[src/hw/csr_pkg.sv]
package csr_pkg;

    // CSR numbers
    localparam logic [13:0] csr_crmd   = 14'h000;
    localparam logic [13:0] csr_prmd   = 14'h001;
    localparam logic [13:0] csr_estat  = 14'h005;
    localparam logic [13:0] csr_era    = 14'h006;
    localparam logic [13:0] csr_eentry = 14'h00c;
    localparam logic [13:0] csr_save0  = 14'h030;
    localparam logic [13:0] csr_save1  = 14'h031;
    localparam logic [13:0] csr_save2  = 14'h032;
    localparam logic [13:0] csr_save3  = 14'h033;

    // exception codes
    localparam logic [5:0] ecode_sys = 6'h0b;
    localparam logic [5:0] ecode_brk = 6'h0c;
    localparam logic [5:0] ecode_ine = 6'h0d;

    // CSR access from the writeback stage
    typedef struct packed {
        logic        re;
        logic        we;
        logic [13:0] num;
        logic [31:0] wmask;
        logic [31:0] wvalue;
    } csr_req_t;

    // exception and ertn commit
    typedef struct packed {
        logic        ex;
        logic        ertn;
        logic [5:0]  ecode;
        logic [8:0]  esubcode;
        logic [31:0] pc;
    } csr_ex_t;

    // flush toward fetch
    typedef struct packed {
        logic        valid;
        logic [31:0] target;
    } redirect_t;

endpackage

[src/hw/wb_pipe_pkg.sv]
package wb_pipe_pkg;

    // register index and data widths
    localparam int reg_addr_w = 5;
    localparam int xlen       = 32;
    localparam int rf_entries = 1 << reg_addr_w;

    // one instruction handed over from MEM
    typedef struct packed {
        logic [xlen-1:0]       pc;
        logic                  rf_we;
        logic [reg_addr_w-1:0] rf_waddr;
        logic [xlen-1:0]       rf_wdata;
        logic                  csr_re;
        logic                  csr_we;
        logic [13:0]           csr_num;
        logic [xlen-1:0]       csr_wmask;
        logic [xlen-1:0]       csr_wvalue;
        logic                  ertn;
        logic                  ex_en;
        logic [5:0]            ecode;
        logic [8:0]            esubcode;
    } mem_to_wb_t;

    // retiring register write, also the forwarding bus toward decode
    typedef struct packed {
        logic                  we;
        logic [reg_addr_w-1:0] waddr;
        logic [xlen-1:0]       wdata;
    } wb_fwd_t;

    // debug trace of each retired write
    typedef struct packed {
        logic [xlen-1:0]       pc;
        logic                  we;
        logic [reg_addr_w-1:0] wnum;
        logic [xlen-1:0]       wdata;
    } wb_trace_t;

endpackage

[src/hw/csr_file.sv]
module csr_file (
    input  logic                         clk,
    input  logic                         resetn,
    input  csr_pkg::csr_req_t            csr_req,
    input  csr_pkg::csr_ex_t             csr_ex,
    output logic [wb_pipe_pkg::xlen-1:0] csr_rvalue,
    output csr_pkg::redirect_t           redirect
);
    import wb_pipe_pkg::*;
    import csr_pkg::*;

    // CRMD fields
    logic [1:0] crmd_plv;
    logic       crmd_ie;
    logic       crmd_da;
    logic       crmd_pg;
    logic [1:0] crmd_datf;
    logic [1:0] crmd_datm;

    // PRMD fields
    logic [1:0] prmd_pplv;
    logic       prmd_pie;

    // ESTAT fields, only the software interrupt bits are writable
    logic [1:0] estat_is_sw;
    logic [5:0] estat_ecode;
    logic [8:0] estat_esubcode;

    logic [xlen-1:0] era;
    logic [25:0]     eentry_va;
    logic [xlen-1:0] save_q [4];

    logic [xlen-1:0] wdata_m;
    logic            wr_save;

    // read mux, unknown numbers read zero
    always_comb begin
        case (csr_req.num)
            csr_crmd:   csr_rvalue = {23'b0, crmd_datm, crmd_datf, crmd_pg, crmd_da,
                                      crmd_ie, crmd_plv};
            csr_prmd:   csr_rvalue = {29'b0, prmd_pie, prmd_pplv};
            csr_estat:  csr_rvalue = {1'b0, estat_esubcode, estat_ecode, 14'b0,
                                      estat_is_sw};
            csr_era:    csr_rvalue = era;
            csr_eentry: csr_rvalue = {eentry_va, 6'b0};
            csr_save0:  csr_rvalue = save_q[0];
            csr_save1:  csr_rvalue = save_q[1];
            csr_save2:  csr_rvalue = save_q[2];
            csr_save3:  csr_rvalue = save_q[3];
            default:    csr_rvalue = '0;
        endcase
    end

    // merge through the mask against the current value of the same CSR
    assign wdata_m = (csr_rvalue & ~csr_req.wmask) | (csr_req.wvalue & csr_req.wmask);

    assign wr_save = csr_req.we && (csr_req.num[13:2] == csr_save0[13:2]);

    always_ff @(posedge clk) begin
        if (!resetn) begin
            crmd_plv  <= 2'b0;
            crmd_ie   <= 1'b0;
            crmd_da   <= 1'b1;
            crmd_pg   <= 1'b0;
            crmd_datf <= 2'b0;
            crmd_datm <= 2'b0;
        end else if (csr_ex.ex) begin
            crmd_plv <= 2'b0;
            crmd_ie  <= 1'b0;
        end else if (csr_ex.ertn) begin
            crmd_plv <= prmd_pplv;
            crmd_ie  <= prmd_pie;
        end else if (csr_req.we && csr_req.num == csr_crmd) begin
            crmd_plv  <= wdata_m[1:0];
            crmd_ie   <= wdata_m[2];
            crmd_da   <= wdata_m[3];
            crmd_pg   <= wdata_m[4];
            crmd_datf <= wdata_m[6:5];
            crmd_datm <= wdata_m[8:7];
        end
    end

    // exception saves the previous mode
    always_ff @(posedge clk) begin
        if (!resetn) begin
            prmd_pplv <= 2'b0;
            prmd_pie  <= 1'b0;
        end else if (csr_ex.ex) begin
            prmd_pplv <= crmd_plv;
            prmd_pie  <= crmd_ie;
        end else if (csr_req.we && csr_req.num == csr_prmd) begin
            prmd_pplv <= wdata_m[1:0];
            prmd_pie  <= wdata_m[2];
        end
    end

    // ecode and esubcode are read only to software
    always_ff @(posedge clk) begin
        if (!resetn) begin
            estat_is_sw    <= 2'b0;
            estat_ecode    <= 6'b0;
            estat_esubcode <= 9'b0;
        end else if (csr_ex.ex) begin
            estat_ecode    <= csr_ex.ecode;
            estat_esubcode <= csr_ex.esubcode;
        end else if (csr_req.we && csr_req.num == csr_estat) begin
            estat_is_sw <= wdata_m[1:0];
        end
    end

    always_ff @(posedge clk) begin
        if (!resetn) begin
            era <= '0;
        end else if (csr_ex.ex) begin
            era <= csr_ex.pc;
        end else if (csr_req.we && csr_req.num == csr_era) begin
            era <= wdata_m;
        end
    end

    // entry point is 64-byte aligned
    always_ff @(posedge clk) begin
        if (!resetn) begin
            eentry_va <= '0;
        end else if (csr_req.we && csr_req.num == csr_eentry) begin
            eentry_va <= wdata_m[31:6];
        end
    end

    always_ff @(posedge clk) begin
        if (!resetn) begin
            for (int i = 0; i < 4; i++) begin
                save_q[i] <= '0;
            end
        end else if (wr_save) begin
            save_q[csr_req.num[1:0]] <= wdata_m;
        end
    end

    // flush target, exception wins over ertn
    assign redirect.valid  = csr_ex.ex | csr_ex.ertn;
    assign redirect.target = csr_ex.ex ? {eentry_va, 6'b0} : era;

endmodule

[src/hw/regfile.sv]
module regfile (
    input  logic                               clk,
    input  logic                               resetn,
    input  logic [wb_pipe_pkg::reg_addr_w-1:0] raddr1,
    input  logic [wb_pipe_pkg::reg_addr_w-1:0] raddr2,
    input  wb_pipe_pkg::wb_fwd_t               wr,
    output logic [wb_pipe_pkg::xlen-1:0]       rdata1,
    output logic [wb_pipe_pkg::xlen-1:0]       rdata2
);
    import wb_pipe_pkg::*;

    logic [xlen-1:0] regs [rf_entries];

    // r0 is never written
    always_ff @(posedge clk) begin
        if (!resetn) begin
            for (int i = 0; i < rf_entries; i++) begin
                regs[i] <= '0;
            end
        end else if (wr.we && wr.waddr != '0) begin
            regs[wr.waddr] <= wr.wdata;
        end
    end

    // no bypass here, decode forwards from wb_fwd
    assign rdata1 = (raddr1 == '0) ? '0 : regs[raddr1];
    assign rdata2 = (raddr2 == '0) ? '0 : regs[raddr2];

endmodule

[src/hw/wb_stage.sv]
module wb_stage (
    input  logic                         clk,
    input  logic                         resetn,
    input  logic                         mem_to_wb_valid,
    input  wb_pipe_pkg::mem_to_wb_t      mem_to_wb,
    input  logic [wb_pipe_pkg::xlen-1:0] csr_rvalue,
    output logic                         wb_allowin,
    output csr_pkg::csr_req_t            csr_req,
    output csr_pkg::csr_ex_t             csr_ex,
    output wb_pipe_pkg::wb_fwd_t         rf_wr,
    output wb_pipe_pkg::wb_trace_t       trace
);
    import wb_pipe_pkg::*;

    logic            wb_valid;
    mem_to_wb_t      wb_q;
    logic            wb_ex;
    logic            wb_commit;
    logic [xlen-1:0] wb_wdata;

    // writeback never stalls
    assign wb_allowin = 1'b1;

    always_ff @(posedge clk) begin
        if (!resetn) begin
            wb_valid <= 1'b0;
        end else if (wb_allowin) begin
            wb_valid <= mem_to_wb_valid;
        end
    end

    // held entry, loaded only on an accepted handshake
    always_ff @(posedge clk) begin
        if (!resetn) begin
            wb_q <= '0;
        end else if (mem_to_wb_valid && wb_allowin) begin
            wb_q <= mem_to_wb;
        end
    end

    // an exception kills the architectural writes of its own instruction
    assign wb_ex     = wb_valid & wb_q.ex_en;
    assign wb_commit = wb_valid & ~wb_q.ex_en;

    // csrrd, csrwr and csrxchg all retire the old CSR value
    assign wb_wdata = wb_q.csr_re ? csr_rvalue : wb_q.rf_wdata;

    // CSR access
    assign csr_req.re     = wb_q.csr_re;
    assign csr_req.we     = wb_commit & wb_q.csr_we;
    assign csr_req.num    = wb_q.csr_num;
    assign csr_req.wmask  = wb_q.csr_wmask;
    assign csr_req.wvalue = wb_q.csr_wvalue;

    // exception and ertn commit
    assign csr_ex.ex       = wb_ex;
    assign csr_ex.ertn     = wb_valid & wb_q.ertn;
    assign csr_ex.ecode    = wb_q.ecode;
    assign csr_ex.esubcode = wb_q.esubcode;
    assign csr_ex.pc       = wb_q.pc;

    // register write, forwarded to decode from the top
    assign rf_wr.we    = wb_commit & wb_q.rf_we;
    assign rf_wr.waddr = wb_q.rf_waddr;
    assign rf_wr.wdata = wb_wdata;

    // trace follows the retiring write
    assign trace.pc    = wb_q.pc;
    assign trace.we    = rf_wr.we;
    assign trace.wnum  = wb_q.rf_waddr;
    assign trace.wdata = wb_wdata;

endmodule

[src/hw/wb_top.sv]
module wb_top (
    input  logic                               clk,
    input  logic                               resetn,
    input  logic                               mem_to_wb_valid,
    input  wb_pipe_pkg::mem_to_wb_t            mem_to_wb,
    input  logic [wb_pipe_pkg::reg_addr_w-1:0] raddr1,
    input  logic [wb_pipe_pkg::reg_addr_w-1:0] raddr2,
    output logic                               wb_allowin,
    output logic [wb_pipe_pkg::xlen-1:0]       rdata1,
    output logic [wb_pipe_pkg::xlen-1:0]       rdata2,
    output wb_pipe_pkg::wb_fwd_t               wb_fwd,
    output wb_pipe_pkg::wb_trace_t             trace,
    output csr_pkg::redirect_t                 redirect
);
    import wb_pipe_pkg::*;
    import csr_pkg::*;

    csr_req_t        csr_req;
    csr_ex_t         csr_ex;
    logic [xlen-1:0] csr_rvalue;

    wb_stage wb_stage_i (
        .clk             (clk),
        .resetn          (resetn),
        .mem_to_wb_valid (mem_to_wb_valid),
        .mem_to_wb       (mem_to_wb),
        .csr_rvalue      (csr_rvalue),
        .wb_allowin      (wb_allowin),
        .csr_req         (csr_req),
        .csr_ex          (csr_ex),
        .rf_wr           (wb_fwd),
        .trace           (trace)
    );

    csr_file csr_file_i (
        .clk        (clk),
        .resetn     (resetn),
        .csr_req    (csr_req),
        .csr_ex     (csr_ex),
        .csr_rvalue (csr_rvalue),
        .redirect   (redirect)
    );

    // the retire bus doubles as the regfile write port
    regfile regfile_i (
        .clk    (clk),
        .resetn (resetn),
        .raddr1 (raddr1),
        .raddr2 (raddr2),
        .wr     (wb_fwd),
        .rdata1 (rdata1),
        .rdata2 (rdata2)
    );

endmodule

[config.mk]
export PLATFORM = sky130hd
export DESIGN_NAME = wb_top
export DESIGN_NICKNAME = d
export VERILOG_FILES = /design/src/hw/csr_pkg.sv /design/src/hw/wb_pipe_pkg.sv /design/src/hw/csr_file.sv /design/src/hw/regfile.sv /design/src/hw/wb_stage.sv /design/src/hw/wb_top.sv
export SDC_FILE = /design/constraint.sdc
export NUM_CORES = 2
export LEC_CHECK = 0
export ABC_AREA = 1
export BUFFER_PORTS_ARGS = -buffer_cell sky130_fd_sc_hd__buf_4
export CORE_MARGIN = 10
export CORE_UTILIZATION = 50
export CTS_CLUSTER_DIAMETER = 100
export DETAILED_ROUTE_END_ITERATION = 6
export PLACE_DENSITY = 0.68
export SETUP_SLACK_MARGIN = 0.1
export SYNTH_ARGS = -nofsm -noshare
export SYNTH_HDL_FRONTEND = slang
export SYNTH_HIERARCHICAL = 1
export SYNTH_SLANG_ARGS = --single-unit
[constraint.sdc]
create_clock -name clk -period 7.05 [get_ports clk]
set_input_delay 2.115 -clock clk [delete_from_list [all_inputs] [get_ports clk]]
set_output_delay 2.115 -clock clk [all_outputs]
set_load 0.01 [all_outputs]
==> flow_summary.json <==
{
  "status": "finished with violations",
  "violations": "design-rule violations",
  "wl_um": 307000,
  "hpwl_um": 186000,
  "die_h_um": 412,
  "critPathLaunchType": "input port",
  "cp_cell_sequence": "buf_8 -> inv_8 -> buf_12 -> nand2_1 -> nand3_1 -> o21ai_0 -> nand2_1 -> nand3_1 -> nor2_1 -> nor2_1 -> buf_4",
  "pre_cts_ws_ns": 0.573,
  "layout.nets": 10100,
  "grt_pass1_vias": 69500,
  "slew_violations": 0,
  "drc_errors": 1,
  "grt_pass1_wl_um": 444000,
  "hp-class": "register to register",
  "ys_warn_count": 6,
  "whs_path_depth": 2,
  "path_clk_slew_ns": 0.06,
  "dr.pass1.iters": 7,
  "p_leak_nw": 36.1,
  "core-area_um2": 152000,
  "track_usage": 0.347,
  "worst_path_max_delay_cell": "nor2_1",
  "r2r_cells": 11,
  "whs_ns": 0.467,
  "clock_latency_ns": 0.81,
  "dpl-instance-area_um2": 80400,
  "worstMarginPinSlew_ns": 1.35,
  "slew_headroom": 0.0969,
  "post_cts_buffers": 0,
  "cts_resized": 0,
  "syn_area_per_cell_um2": 7.64,
  "setup-tns-final_ns": 0,
  "vias": 73500,
  "postSynthCellCount": 10100,
  "cts.hold.buffers_added": 0,
  "setup_viol": 0,
  "hold_viol": 0,
  "syn-cell-area_um2": 77000,
  "antenna_left": 0,
  "grt-ovfl-total": 0,
  "rsz0062_at_grt": "no",
  "fin_crit_ns": 6.83,
  "port_buffers": 384,
  "cts_root_buffer": "clkbuf_16",
  "cpPeakStageDelay_ns": 0.60,
  "fp-row-count": 143,
  "finalCritPeriodShare": 0.968,
  "fmax_mhz": 146,
  "max_cap_violations": 0,
  "final_area_um2": 85400,
  "die_x_um": 412,
  "nFillCells": 13900,
  "cp_max_fo": 51,
  "path_class": "input port to output pin",
  "ir_drop_uv": 268,
  "total_power_mw": 20.3,
  "fin_skew_ns": 0.0325,
  "start_util": 0.505,
  "drive_above_1_share": 0.104,
  "via_per_inst": 6.08,
  "wl_per_cell_um": 25.4,
  "cts_sinks": 1407,
  "area_delta_synth_final_pct": 10.9,
  "grt_max_degree": 164,
  "drtIter0Drc": 12200,
  "cp.arrival_ns": 4.71,
  "ios": 386,
  "antenna_found_initial": 14,
  "cts_max_level": 4,
  "setup_slack_ns": 0.222,
  "required_ns": 4.93,
  "die_area_um2": 170000,
  "cts_tree": "done",
  "cts_buffer_depth": 3,
  "cts_buffers": 155,
  "p_per_area_nw_per_um2": 237,
  "end_kind": "output pin",
  "place_congestion": 0.937
}
[final timing paths]
path	start	end	slack, ns
max reg2reg	wb_stage_i/csr_req[71]	regfile_i/regs[6][27]	2.72
max	raddr2[0]	rdata2[6]	0.22
min	wb_stage_i/csr_req[17]	wb_stage_i/csr_req[17]	0.47
min reg2reg	wb_stage_i/csr_req[17]	wb_stage_i/csr_req[17]	0.47
[where the power goes]
group          internal [mW]  total, mW  switching [mW]
logic                  0.744       2.68            1.94
clock network           4.69       8.14            3.44
registers               9.27       9.45           0.179
[cell usage in the layout, fill, tap and decap left out, types with 3 or more instances in the layout]
cell type,count
clkbuf_1,32
o21ai_1,56
bufinv_16,10
nor2_1,2363
clkinvlp_4,7
nor2_4,4
edfxtp_1,1152
nor2_2,11
clkinv_2,20
o22ai_1,6
inv_6,6
buf_12,52
dfxtp_1,254
inv_2,10
a22oi_1,29
o211ai_1,23
o21ai_4,3
o2111ai_1,18
clkbuf_16,162
o21ai_0,491
clkbuf_8,13
nand3_1,1224
nand2_1,2645
buf_4,603
nand2_2,33
conb_1,33
inv_1,472
buf_8,6
nand3_2,59
or2_2,32
inv_8,4
nor3_1,8
clkinv_1,23
a21oi_1,192
[routing by layer]
metal,track usage,vias to the layer above,share of wire
met5,0,-,0.00038
li1,-,32100,-
met1,0.424,34100,0.34
met3,0.101,1361,0.15
met4,0.227,20,0.074
met2,0.532,5931,0.44
[metrics by stage]
stage	std cells	utilization
final	12100	0.560
after global routing	12100	0.560
after CTS	12100	0.560
after detailed placement	11800	0.527
after global placement	11800	0.527
after floorplan	10100	-
[flip-flops by register name, indices dropped and copies added (netlist names), 2 cells and up]
name	flops
regfile_i/regs	1024
csr_file_i/save_q	128
wb_stage_i/csr_req	79
wb_stage_i/csr_ex	47
wb_stage_i/wb_q	36
csr_file_i/era	32
csr_file_i/eentry_va	26
csr_file_i/estat_esubcode	9
csr_file_i/estat_ecode	6
wb_stage_i/rf_wr	5
csr_file_i/crmd_datf	2
csr_file_i/crmd_datm	2
csr_file_i/crmd_plv	2
csr_file_i/estat_is_sw	2
csr_file_i/prmd_pplv	2
[area by class of cell]
cell class,count,area [um2],area share
clock inverter,68,628,0.00736
antenna,2,5.00,0.0000586
timing repair buffer,661,5660,0.0663
inverter,487,1860,0.0218
tap,2030,2540,0.0297
clock buffer,208,4360,0.0511
sequential,1407,39700,0.465
multi-input combinational,7239,30600,0.359
[worst max-delay path, delay by kind of cell]
family,cells,cell delay (ns)
simple gates,6,1.26
compound gates,1,0.09
buf+inv,4,1.16
(Power assumes the default switching activity.)
